--- src/hdl/icache_pkg.sv ---
`default_nettype none

package icache_pkg;

    // ==================================================
    // Address split and line size
    // ==================================================
    localparam int ADDR_W  = 32;   // Byte address
    localparam int LINE_W  = 128;  // Four 32-bit words per line
    localparam int INDEX_W = 8;    // Set index, address bits 11..4
    localparam int TAG_W   = 20;   // Tag, address bits 31..12

    // Typed vectors
    typedef logic [ADDR_W-1:0]  addr_t;
    typedef logic [LINE_W-1:0]  line_t;
    typedef logic [INDEX_W-1:0] index_t;
    typedef logic [TAG_W-1:0]   tag_t;
    typedef logic [TAG_W:0]     tag_entry_t;  // Valid flag in the top bit

    // ==================================================
    // Controller FSM
    // ==================================================
    typedef enum logic [2:0]
    {
        INIT,         // Tag clear sweep after reset or flush
        IDLE,         // Lookup
        FILL,         // Waiting on memory
        FILL_DONE,    // Line written this cycle
        TURN_AROUND   // Re-read of the RAMs
    } ctrl_state_t;

endpackage

`default_nettype wire

--- src/hdl/icache_read_buf.sv ---
`timescale 1ns/100ps
`default_nettype none

module icache_read_buf (
    input  wire                    i_clk,
    input  wire                    i_rst_n,
    input  wire                    i_cache_flush,
    input  wire                    i_fill_done,
    input  wire                    i_wb_req,
    input  wire icache_pkg::addr_t i_miss_addr,   // Line address of the fill
    input  wire icache_pkg::addr_t i_address,
    input  wire icache_pkg::line_t i_wb_data,
    input  wire icache_pkg::line_t i_hit_line,
    output logic                   o_buf_hit,
    output icache_pkg::line_t      o_read_data
);
    import icache_pkg::*;

    localparam int OFS_W = ADDR_W - TAG_W - INDEX_W;

    line_t                  buf_data;
    logic [ADDR_W-1:OFS_W]  buf_line;   // Line address only
    logic                   buf_valid;

    always_ff @(posedge i_clk)
    begin
        if (!i_rst_n || i_cache_flush)
            buf_valid <= 1'b0;
        else if (i_fill_done)
            buf_valid <= 1'b1;
        else if (i_wb_req)
            buf_valid <= 1'b0;  // Next fill on its way
    end

    always_ff @(posedge i_clk)
    begin
        if (i_fill_done)
        begin
            buf_data <= i_wb_data;
            buf_line <= i_miss_addr[ADDR_W-1:OFS_W];
        end
    end

    assign o_buf_hit = buf_valid && (i_address[ADDR_W-1:OFS_W] == buf_line);

    // Forwarded fill first, then buffer, then RAM
    assign o_read_data = i_fill_done ? i_wb_data :
                         o_buf_hit   ? buf_data  :
                                       i_hit_line;

endmodule

`default_nettype wire

--- config.mk ---
export PLATFORM = sky130hd
export DESIGN_NAME = icache_read_buf
export DESIGN_NICKNAME = d
export VERILOG_FILES = /design/src/hdl/icache_pkg.sv /design/src/hdl/icache_read_buf.sv
export SDC_FILE = /design/constraint.sdc
export NUM_CORES = 1
export LEC_CHECK = 0
export ABC_AREA = 1
export BUFFER_PORTS_ARGS = -buffer_cell sky130_fd_sc_hd__buf_2
export CORE_AREA = 2 2 178 180
export CTS_CLUSTER_DIAMETER = 150
export DETAILED_ROUTE_END_ITERATION = 8
export DIE_AREA = 0 0 180 182
export GPL_TIMING_DRIVEN = 0
export HOLD_SLACK_MARGIN = 0.12
export PLACE_DENSITY = 0.57
export SYNTH_ARGS = -nofsm -noshare
export SYNTH_HDL_FRONTEND = slang
export SYNTH_SLANG_ARGS = --single-unit
--- constraint.sdc ---
create_clock -name i_clk -period 1.9 [get_ports i_clk]
set_clock_uncertainty 0.15 [all_clocks]
set_input_delay 0 -clock i_clk [delete_from_list [all_inputs] [get_ports i_clk]]
set_output_delay 0 -clock i_clk [all_outputs]
set_load 0.05 [all_outputs]
==> flow_summary.yaml <==
outcome:
  outcome: "finished, violations left"
  violated_checks: "hold timing, setup timing"
die:
  die_w_um: 180
  starting_density_of_the_core_pct: 32.9
  die_area_um2: 32800
  core_region_area_um2: 31000
  floorplan_die_height_um: 182
  io_pins: 454
  std_cell_rows: 65
synth:
  synth_area_leaders: "edfxtp_1 (46%), nand2_1 (14%), nand3_1 (13%), inv_1 (12%), nand2_2 (6.3%)"
  synth.net_count: 1640
  synth_async_sr_flop_share_pct: 0
  synthCells: 1315
  synth_top_cell_area_share_pct: 45.9
  dominantRegCellSynth: "edfxtp_1"
  cell_area_after_synthesis_um2: 10200
  yosysUniqueCellTypes: 28
  synth-edff-count: 156
  ys_seq_elements: 157
  area_leader_netlist: "edfxtp_1"
  share_of_the_yosys_chip_area_belonging_to_registers_pct: 46.1
  ys_warn_count: 0
  synthesis.area_per_instance_um2: 7.76
detailed_routing:
  dr.pass1.iters: 5
  post_drt_via_cell_ratio: 4.47
  initialDrtViolationCount: 517
  vias: 10700
  route.detailed.wl_per_inst_um: 15.3
  ant_nets: 0
  postRouteWirelength_um: 36500
  drc_errors: 0
timing:
  unrepaired_setup_endpoints_after_global_routing: "yes"
  fin_hold_ws_ns: -0.124
  setup_viol_count_final: 129
  max_slew_vio_count: 0
  fin_tns_setup_ns: -70.71
  max_slew.worst_pin.slew_ns: 1.19
  maxSlewHeadroom_pct: 20.9
  timing_hold_violations_final: 65
  final_critical_path_setup_slack_ns: -0.606
  shortest_period_the_worst_path_allows_ns: 2.51
  final_min_period_over_clock_period_pct: 132
  fmax_ghz: 0.399
global_route:
  via_count_of_the_first_global_routing_pass: 10600
  maximum_number_of_pins_on_one_net_before_global_route_repair: 89
  wire_length_of_the_first_global_routing_pass_um: 55500
  globalRouteTotalUtil_pct: 21.5
  number_of_antenna_violations_at_the_first_check_in_global_routing: 7
  grt_overflow: 0
layout:
  layout-drive-gt1-share_pct: 37.5
  layout.cells.non_filler: 2387
  filler_cell_count: 2779
  areaGrowthSynthToFinish_pct: 65.3
  post_route_cell_area_um2: 16900
  final_cell_mix: "nand2_1 (319), buf_2 (315), inv_1 (313)"
  post-route-util_pct: 54.4
  finish.net_count: 2293
  mostFrequentLayoutCell: "nand2_1"
critical_path:
  cp_max_fo: 10
  worst_setup_path_end_kind: "output pin"
  crit_path_start_kind: "flop"
  critPathArrivalTime_ns: 2.36
  cp_data_required_time_ns: 1.75
  worstSetupPathType: "flop to output pin"
flow_run:
  timing.max_cap.violations: 0
placed_design:
  dpl.cell_count: 2163
  placed_cell_area_um2: 13000
  gp_routability_congestion: 0.851
  minimum_setup_slack_after_placement_ns: -0.990
  dp_hpwl_um: 25300
  numPortBuffers: 445
hold_path:
  worstHoldPathType: "input port to flop"
clock_tree:
  cts_max_level: 4
  cts.path.max_buffers: 2
  clock_sinks: 157
  clk-insertion-delay-late_ns: 0.42
  cts_buffers: 17
  cts_tree: "built"
  post_cts_hold_buffer_count: 186
  cts.clk_slew.worst_paths_ns: 0.07
  clock-root-buffer: "clkbuf_16"
pwr:
  max-vdd-ir-drop_mv: 0.462
  power_per_cell_area_nw_per_um2: 638
  post-layout-total-power_mw: 10.8
  power.leakage_nw: 8.82
## metal layers
layer | wire (um) | vias up | GRT usage, %
met5 | 24 | - | 0
met3 | 2610 | 60 | 5.23
met1 | 14200 | 4838 | 25.1
met2 | 18600 | 411 | 38.2
met4 | 1060 | 4 | 7.74
li1 | - | 5350 | -
## cells by family (layout without fill, tap and decap cells)
logic type | after synthesis | after routing | share of synthesized area, %
buffers and inverters | 385 | 1050 | 18.8
AND/OR/NAND/NOR | 758 | 758 | 34.1
flip-flops | 157 | 157 | 46.1
other | 0 | 5 | 0
AO/OA/AOI/OAI | 11 | 11 | 0.650
XOR/XNOR | 4 | 4 | 0.343
## flip-flops by register name, indices dropped and copies added, names as in the netlist
register	cells
buf_valid	1
buf_data	128
buf_line	28
## area by class of cell
type                            instances  area [um2]  share of cell area [%]
Tap cell                              402         503                    2.98
Clock buffer                           20         437                    2.59
Timing Repair Buffer                  634        5110                    30.3
Buffer                                 70         776                    4.60
Multi-Input combinational cell        773        4000                    23.7
Clock inverter                         11         144                   0.853
Antenna cell                            5        12.5                  0.0742
Sequential cell                       157        4700                    27.9
Inverter                              315        1180                    7.01
## cell usage after synthesis (2+ instances only)
master      n
buf_12     11
nand3_1   262
buf_4       3
edfxtp_1  156
clkbuf_1   18
nor4_1      4
o22ai_1     3
buf_6      38
nand4_1     4
inv_1     313
nor2_4      2
nor2_1     11
o21ai_0     4
xnor2_1     3
nand2_1   369
nand2_2   102
## worst paths after layout
path,startpoint,cells after the start,slack [ns],end
worst min-delay path,i_fill_done,1,-0.12,buf_line[8]
worst min register to register,buf_valid,3,1.09,buf_valid
worst max-delay path,buf_line[17],15,-0.61,o_read_data[66]
worst max register to register,buf_valid,3,0.36,buf_valid
## worst max-delay path, stage by stage (launching register included)
cell and delay [ns]:
edfxtp_1 0.39, inv_1 0.05, nand2_1 0.10, nand2_1 0.06
inv_1 0.05, nand2_1 0.04, nor2_1 0.11, nand2_1 0.10
nor2_4 0.21, nand2_4 0.09, buf_12 0.18, buf_12 0.16
nand2_2 0.06, nand3_2 0.08, nand2_4 0.11, buf_8 0.15
## timing repair
| action | CTS | global route |
|---|---|---|
| buffers inserted | 1 | 1 |
| setup endpoints to repair | 129 | 129 |
| hold endpoints to repair | 227 | 70 |
| pin swaps | 3 | 2 |
| resized for setup | 283 | 147 |
## power breakdown
| part | internal (mW) | switching, mW | total [mW] |
|---|---|---|---|
| combinational | 1.28 | 1.76 | 3.04 |
| clock | 2.06 | 1.46 | 3.52 |
| sequential | 4.11 | 0.0820 | 4.19 |
(Power assumes the default switching activity.)
