**src/hdl/icache_pkg.sv**
```systemverilog
`default_nettype none

package icache_pkg;

    // ==================================================
    // Address split and line size
    // ==================================================
    localparam int ADDR_W  = 32;   // Byte address
    localparam int LINE_W  = 128;  // Four 32-bit words per line
    localparam int INDEX_W = 8;    // Set index, address bits 11..4
    localparam int TAG_W   = 20;   // Tag, address bits 31..12

    // Typed vectors
    typedef logic [ADDR_W-1:0]  addr_t;
    typedef logic [LINE_W-1:0]  line_t;
    typedef logic [INDEX_W-1:0] index_t;
    typedef logic [TAG_W-1:0]   tag_t;
    typedef logic [TAG_W:0]     tag_entry_t;  // Valid flag in the top bit

    // ==================================================
    // Controller FSM
    // ==================================================
    typedef enum logic [2:0]
    {
        INIT,         // Tag clear sweep after reset or flush
        IDLE,         // Lookup
        FILL,         // Waiting on memory
        FILL_DONE,    // Line written this cycle
        TURN_AROUND   // Re-read of the RAMs
    } ctrl_state_t;

endpackage

`default_nettype wire

```
**src/hdl/icache_way_if.sv**
```systemverilog
`timescale 1ns/100ps
`default_nettype none

interface icache_way_if #(
    parameter int WAYS = 4
) ();
    import icache_pkg::*;

    // Controller side
    index_t          o_index;    // Set read or written
    logic [WAYS-1:0] tag_we;     // Per-way tag write
    logic [WAYS-1:0] data_we;    // Per-way line write
    tag_entry_t      tag_wdata;  // Cleared entry or fill tag

    // Way array side, one cycle after o_index
    logic [WAYS-1:0] hit;
    logic [WAYS-1:0] valid;

    modport ctrl
    (
        output o_index,
        output tag_we,
        output data_we,
        output tag_wdata,
        input  hit,
        input  valid
    );

    modport ways
    (
        input  o_index,
        input  tag_we,
        input  data_we,
        input  tag_wdata,
        output hit,
        output valid
    );

endinterface

`default_nettype wire

```
**src/hdl/icache_victim_sel.sv**
```systemverilog
`timescale 1ns/100ps
`default_nettype none

module icache_victim_sel #(
    parameter int WAYS = 4
) (
    input  wire              i_clk,
    input  wire              i_rst_n,
    input  wire              i_step,     // High for each FILL cycle
    input  wire [WAYS-1:0]   i_valid,    // Valid bits of the miss set
    output logic [WAYS-1:0]  o_way       // One-hot victim
);

    localparam int SEL_W = (WAYS > 1) ? $clog2(WAYS) : 1;

    logic [3:0]       lfsr;
    logic [SEL_W-1:0] rnd_sel;
    logic             found;

    // 4-bit LFSR, x^4 + x^3 + 1
    always_ff @(posedge i_clk)
    begin
        if (!i_rst_n)
            lfsr <= 4'hf;
        else if (i_step)
            lfsr <= {lfsr[2:0], lfsr[3] ^ lfsr[2]};
    end

    assign rnd_sel = SEL_W'(lfsr % WAYS);

    // Lowest invalid way wins, else random
    always_comb
    begin
        o_way = '0;
        found = 1'b0;
        for (int i = 0; i < WAYS; i++)
        begin
            if (!i_valid[i] && !found)
            begin
                o_way[i] = 1'b1;
                found    = 1'b1;
            end
        end
        if (!found)
            o_way[rnd_sel] = 1'b1;  // Set full
    end

endmodule

`default_nettype wire

```
**src/hdl/icache_ctrl.sv**
```systemverilog
`timescale 1ns/100ps
`default_nettype none

module icache_ctrl #(
    parameter int WAYS = 4
) (
    input  wire                    i_clk,
    input  wire                    i_rst_n,
    input  wire                    i_select,
    input  wire icache_pkg::addr_t i_address,
    input  wire                    i_cache_enable,
    input  wire                    i_cache_flush,
    input  wire                    i_wb_ready,
    input  wire                    i_buf_hit,     // Read buffer serves this address
    output logic                   o_stall,
    output logic                   o_wb_req,
    output icache_pkg::addr_t      o_wb_addr,
    output logic                   o_fill_done,
    icache_way_if.ctrl             way
);
    import icache_pkg::*;

    localparam int OFS_W = ADDR_W - TAG_W - INDEX_W;  // Byte offset bits in a line

    ctrl_state_t     state;
    index_t          init_count;    // Set being cleared
    addr_t           address_r;     // Address the RAMs were read with
    addr_t           miss_addr;
    addr_t           wb_src;
    logic            enable;
    logic            invalid_read;
    logic            lookup_hit;
    logic            read_miss;
    logic [WAYS-1:0] victim;

    // ==================================================
    // Lookup decode
    // ==================================================
    assign enable       = i_select && i_cache_enable;
    assign invalid_read = address_r != i_address;  // RAM output belongs to an older address
    assign lookup_hit   = (state == IDLE) && !invalid_read && (|way.hit);
    assign read_miss    = enable && (state == IDLE) && !invalid_read
                          && !(|way.hit) && !i_buf_hit;

    assign o_wb_req    = read_miss;                      // Single cycle, state leaves IDLE
    assign o_fill_done = (state == FILL) && i_wb_ready;  // Line arrives, forwarded as well

    // Live address in the request cycle, captured one during the fill
    assign wb_src    = (state == IDLE) ? i_address : miss_addr;
    assign o_wb_addr = {wb_src[ADDR_W-1:OFS_W], {OFS_W{1'b0}}};

    // INIT always stalls, otherwise only an unserved enabled read
    assign o_stall = (state == INIT)
                     || (enable && !lookup_hit && !o_fill_done && !i_buf_hit);

    // ==================================================
    // RAM controls
    // ==================================================
    always_comb
    begin
        if (state == INIT)
            way.o_index = init_count;                           // Clear sweep
        else if (state == FILL)
            way.o_index = miss_addr[OFS_W +: INDEX_W];          // Victim set
        else
            way.o_index = i_address[OFS_W +: INDEX_W];          // Normal lookup
    end

    assign way.tag_we    = (state == INIT) ? {WAYS{1'b1}} : (o_fill_done ? victim : '0);
    assign way.data_we   = o_fill_done ? victim : '0;
    assign way.tag_wdata = (state == INIT) ? '0 : {1'b1, miss_addr[ADDR_W-1 -: TAG_W]};

    icache_victim_sel #(
        .WAYS (WAYS)
    ) victim_sel_i (
        .i_clk   (i_clk),
        .i_rst_n (i_rst_n),
        .i_step  (state == FILL),
        .i_valid (way.valid),   // Miss set, read in IDLE and FILL
        .o_way   (victim)
    );

    // ==================================================
    // State machine
    // ==================================================
    always_ff @(posedge i_clk)
    begin
        if (!i_rst_n || i_cache_flush)
        begin
            state      <= INIT;
            init_count <= '0;
        end
        else
        begin
            case (state)
                INIT:
                begin
                    init_count <= init_count + 1'b1;
                    if (init_count == '1)
                        state <= TURN_AROUND;  // Last set cleared
                end
                IDLE:
                    if (read_miss)
                        state <= FILL;
                FILL:
                    if (i_wb_ready)
                        state <= FILL_DONE;
                FILL_DONE:
                    state <= TURN_AROUND;
                TURN_AROUND:
                    state <= IDLE;             // RAMs now hold a fresh read
                default:
                    state <= INIT;
            endcase
        end
    end

    always_ff @(posedge i_clk)
    begin
        if (!i_rst_n)
            address_r <= '0;
        else
            address_r <= i_address;
    end

    // Miss address, held through the fill
    always_ff @(posedge i_clk)
    begin
        if (read_miss)
            miss_addr <= i_address;
    end

endmodule

`default_nettype wire

```
**src/flat_wrapper.sv**
```systemverilog
// flat-port wrapper written by rule: the top's interface ports become plain ports
module icache_ctrl_flat import icache_pkg::*;
#(
    parameter int WAYS = 4
)
  (i_clk, i_rst_n, i_select, i_address, i_cache_enable, i_cache_flush, i_wb_ready, i_buf_hit, o_stall, o_wb_req, o_wb_addr, o_fill_done, way_o_index, way_tag_we, way_data_we, way_tag_wdata, way_hit, way_valid);
  icache_way_if #(.WAYS(WAYS)) way_i ();
  input  wire i_clk;
  input  wire i_rst_n;
  input  wire i_select;
  input  wire icache_pkg::addr_t i_address;
  input  wire i_cache_enable;
  input  wire i_cache_flush;
  input  wire i_wb_ready;
  input  wire i_buf_hit;
  output logic o_stall;
  output logic o_wb_req;
  output icache_pkg::addr_t o_wb_addr;
  output logic o_fill_done;
  output wire logic [$bits(way_i.o_index)-1:0] way_o_index;
  output wire logic [$bits(way_i.tag_we)-1:0] way_tag_we;
  output wire logic [$bits(way_i.data_we)-1:0] way_data_we;
  output wire logic [$bits(way_i.tag_wdata)-1:0] way_tag_wdata;
  input wire logic [$bits(way_i.hit)-1:0] way_hit;
  input wire logic [$bits(way_i.valid)-1:0] way_valid;
  assign way_o_index = way_i.o_index;
  assign way_tag_we = way_i.tag_we;
  assign way_data_we = way_i.data_we;
  assign way_tag_wdata = way_i.tag_wdata;
  assign way_i.hit = way_hit;
  assign way_i.valid = way_valid;
  icache_ctrl #(.WAYS(WAYS)) u_core (.i_clk(i_clk), .i_rst_n(i_rst_n), .i_select(i_select), .i_address(i_address), .i_cache_enable(i_cache_enable), .i_cache_flush(i_cache_flush), .i_wb_ready(i_wb_ready), .i_buf_hit(i_buf_hit), .o_stall(o_stall), .o_wb_req(o_wb_req), .o_wb_addr(o_wb_addr), .o_fill_done(o_fill_done), .way(way_i));
endmodule
```
**config.mk**
```make
export PLATFORM = sky130hd
export DESIGN_NAME = icache_ctrl_flat
export DESIGN_NICKNAME = d
export VERILOG_FILES = /design/src/hdl/icache_pkg.sv /design/src/hdl/icache_way_if.sv /design/src/hdl/icache_victim_sel.sv /design/src/hdl/icache_ctrl.sv /design/src/flat_wrapper.sv
export SDC_FILE = /design/constraint.sdc
export NUM_CORES = 1
export LEC_CHECK = 0
export CORE_MARGIN = 2
export CORE_UTILIZATION = 30
export DETAILED_ROUTE_END_ITERATION = 12
export DONT_BUFFER_PORTS = 1
export PLACE_DENSITY = 0.41
export SETUP_SLACK_MARGIN = 0.4
export SLEW_MARGIN = 20
export SYNTH_ARGS = -nofsm -noshare
export SYNTH_HDL_FRONTEND = slang
export SYNTH_HIERARCHICAL = 1
export SYNTH_SLANG_ARGS = --single-unit
```
**constraint.sdc**
```tcl
create_clock -name i_clk -period 7.1 [get_ports i_clk]
set_input_delay 0.71 -clock i_clk [delete_from_list [all_inputs] [get_ports i_clk]]
set_output_delay 0.71 -clock i_clk [all_outputs]
set_load 0.02 [all_outputs]
```
==> flow_metrics.env <==
export IMPL_status="finished, final reports clean"
export IMPL_final_util_pct=34.97
export IMPL_min_path_cells=1
export IMPL_cts_tree="done"
export IMPL_worstHoldPathType="input pin to register"
export IMPL_io_pins=119
export IMPL_die_h_um=112.2
export IMPL_final_common_cell="and2_1"
export IMPL_slew_headroom_pct=42.38
export IMPL_clock_latency_ps=340
export IMPL_syn_to_final_growth_pct=13.64
export IMPL_root_buffer="clkbuf_16"
export IMPL_via_per_inst=4.823
export IMPL_min_period_over_period_pct=52.79
export IMPL_start_util_pct=30.77
export IMPL_synth_xor_area_share_pct=9.722
export IMPL_ys_flop_type="dfxtp_1"
export IMPL_path_cells="nor3b_4 -> nand2_1 -> or4_4 -> or4_4 -> inv_1 -> buf_4"
export IMPL_final_max_slew_viol_count=0
export IMPL_die_area_um2=12590
export IMPL_ys_seq_elements=75
export IMPL_track_usage_pct=13.45
export IMPL_maxCapViolCount=0
export IMPL_fin_skew_ps=8.286
export IMPL_r2r_setup_slack_ps=4070
export IMPL_yosys_warnings=6
export IMPL_port_buffers=0
export IMPL_grt_busiest_layer="met2"
export IMPL_post_cts_setup_buffer_count=0
export IMPL_rr_startpoint="u_core/state[2]$_SDFFE_PP0P_"
export IMPL_grt_overflow_total=0
export IMPL_clk_pin_slew_ps=60
export IMPL_gp_congestion=0.7341
export IMPL_cts_buffer_depth=2
export IMPL_use_met1_pct=17.78
export IMPL_cts_resized=0
export IMPL_first_pass_iters=4
export IMPL_path_class="register to primary output"
export IMPL_critPathSlowestCell="or4_4"
export IMPL_crit_path_end_kind="primary output"
export IMPL_drive_gt1_share_pct=17.13
export IMPL_coreArea_um2=11420
export IMPL_grt_max_degree=39
export IMPL_crit_required_ps=6390
export IMPL_antenna_found_initial=0
export IMPL_synthArstFlopShare_pct=0
export IMPL_timing_hold_ws_ps=441.4
export IMPL_vdd_drop_max_mv=0.09839
export IMPL_cp_common_cell="or4_4"
export IMPL_path_max_fanout=17
export IMPL_p_per_area_nw_per_um2=248.0
export IMPL_setup_viol=0
export IMPL_cp_arrival_ps=3040
export IMPL_first_global_vias=2369
export IMPL_setup_tns_ps=0
export IMPL_synth_top_area_share_pct=26.78
export IMPL_yosysUniqueCellTypes=38
export IMPL_cts_sinks=75
export IMPL_critPathLaunchType="register"
export IMPL_reg2reg_to="u_core/miss_addr[15]$_DFFE_PP_"
export IMPL_yosys_area_share_simple_pct=20.19
export IMPL_hold_end="u_core/victim_sel_i/lfsr[1]$_SDFFE_PN1P_"
export IMPL_antennaDiodeCount=0
export IMPL_fin_total_pwr_w=0.0009903
export IMPL_grt_setup_unrepaired="no"
export IMPL_synth_area_um2=3513
export IMPL_synth_edf_count=28
export IMPL_synth_compound_area_share_pct=3.811
export IMPL_synth_fa_ha_area_share_pct=0.3561
export IMPL_cts_hold_buffers=0
export IMPL_first_iter_violations=81
export IMPL_mostFrequentLayoutCells="53 x and2_1, 47 x dfxtp_1, 28 x mux2_2, 28 x edfxtp_1, 24 x xor2_1"
export IMPL_synth_top_family_by_area="simple AND/OR/NAND/NOR gates"
export IMPL_clock_fmax_ghz=0.2668
export IMPL_htree_levels=3
export IMPL_max_stage_delay_ps=560
export IMPL_finalCriticalPeriod_ps=3748
export IMPL_ant_nets=0
export IMPL_rr_worst_depth=6
export IMPL_die_x_um=112.2
export IMPL_wire_per_inst_um=17.19
export IMPL_synth_area_per_cell_um2=10.95
export IMPL_grt_pass1_wl_um=12960
export IMPL_synth_seq_area_share_pct=50.71
export IMPL_synth_mux_area_share_pct=12.11
export IMPL_nets=370
export IMPL_leakage_nw=1.404
export IMPL_hp_start="i_rst_n"
export IMPL_report_final_hold_viol_count=0
export IMPL_wl_um=8077
export IMPL_place_hpwl_um=5591
export IMPL_yosys_top_cells_area="dfxtp_1 27%, edfxtp_1 24%, and2_1 9.4%"
export IMPL_netlist_instances=321
export IMPL_row_count=39
export IMPL_yosys_area_top_type="dfxtp_1"
export IMPL_route_vias_total=2267
export IMPL_use_met3_pct=3.888
export IMPL_gr_usage_met2_pct=20.32
export IMPL_cts_buffers=9
export IMPL_drcViolationCount=0
export IMPL_worst_pin_slew_ps=863.3
## critical path, delay by kind of cell, from the launching register on
kind / cells / cell delay (ps)
buffers and inverters: 2 / 870
AND/OR/NAND/NOR: 4 / 1430
flip-flops: 1 / 400
## report_power, final
group          switching [W]  internal (W)  total [W]
combinational      0.0000139     0.0000178  0.0000317
clock               0.000175      0.000323   0.000498
sequential        0.00000449      0.000456   0.000461
## cells in the mapped netlist, types with 4 or more instances
master    instances
or2_2             4
inv_1             5
and2_1           53
nand2_1          20
o21ai_0           9
xor2_1           24
buf_4             4
mux2_2           28
clkbuf_1         10
dfxtp_1          47
nand4_1           8
mux2i_1          11
nor2_1           11
edfxtp_1         28
a21oi_1           5
xnor2_1          15
and3_1            5
nor4_1            6
## cell families after synthesis
group	count (synthesis)
mux	39
xor+xnor	39
simple gates	122
other cells	1
buf+inv	22
compound gates	22
fa+ha+maj	1
flops	75
## sequential cells by signal, indices dropped and copies added (netlist names)
signal	cells
u_core/init_count	8
u_core/victim_sel_i/lfsr	4
u_core/state	3
u_core/address_r	32
u_core/miss_addr	28
## final cells by class
class	count	area (µm²)
fillers	1171	7426
flip-flops and latches	75	1782
multi-input cells	227	1649
clock buffers	14	295.3
well taps	143	178.9
clock inverters	2	38.79
repair buffers	4	30.03
inverters	5	18.77
## metal layers
metal | vias up | part of all wire, %
met2 | 80 | 45
met1 | 1078 | 48
met3 | 9 | 5.5
met5 | - | 0
li1 | 1100 | -
met4 | 0 | 1.8
## worst max path at each step
stage	start	slack, ps	to	cells after the start
2_1_floorplan	i_address[6]	3710	o_wb_req	5
3_3_place_gp	i_address[6]	3420	o_wb_req	6
3_5_place_dp	i_address[29]	3400	o_wb_req	6
4_1_cts	u_core/state[0]$_SDFFE_PP0P_	3320	o_wb_req	6
5_1_grt	u_core/state[2]$_SDFFE_PP0P_	3140	o_wb_req	6
6_report	u_core/state[2]$_SDFFE_PP0P_	3350	o_wb_req	6
## per-stage QoR
stage | std cells | setup WS, ps | cell area, µm²
2_1_floorplan | 324 | 3710 | 3525
3_3_place_gp | 454 | 3421 | 3659
3_5_place_dp | 454 | 3397 | 3659
4_1_cts | 470 | 3323 | 3993
5_1_grt | 470 | 3142 | 3993
6_report | 470 | 3352 | 3993
No activity file was read; power rests on OpenSTA's default activity.
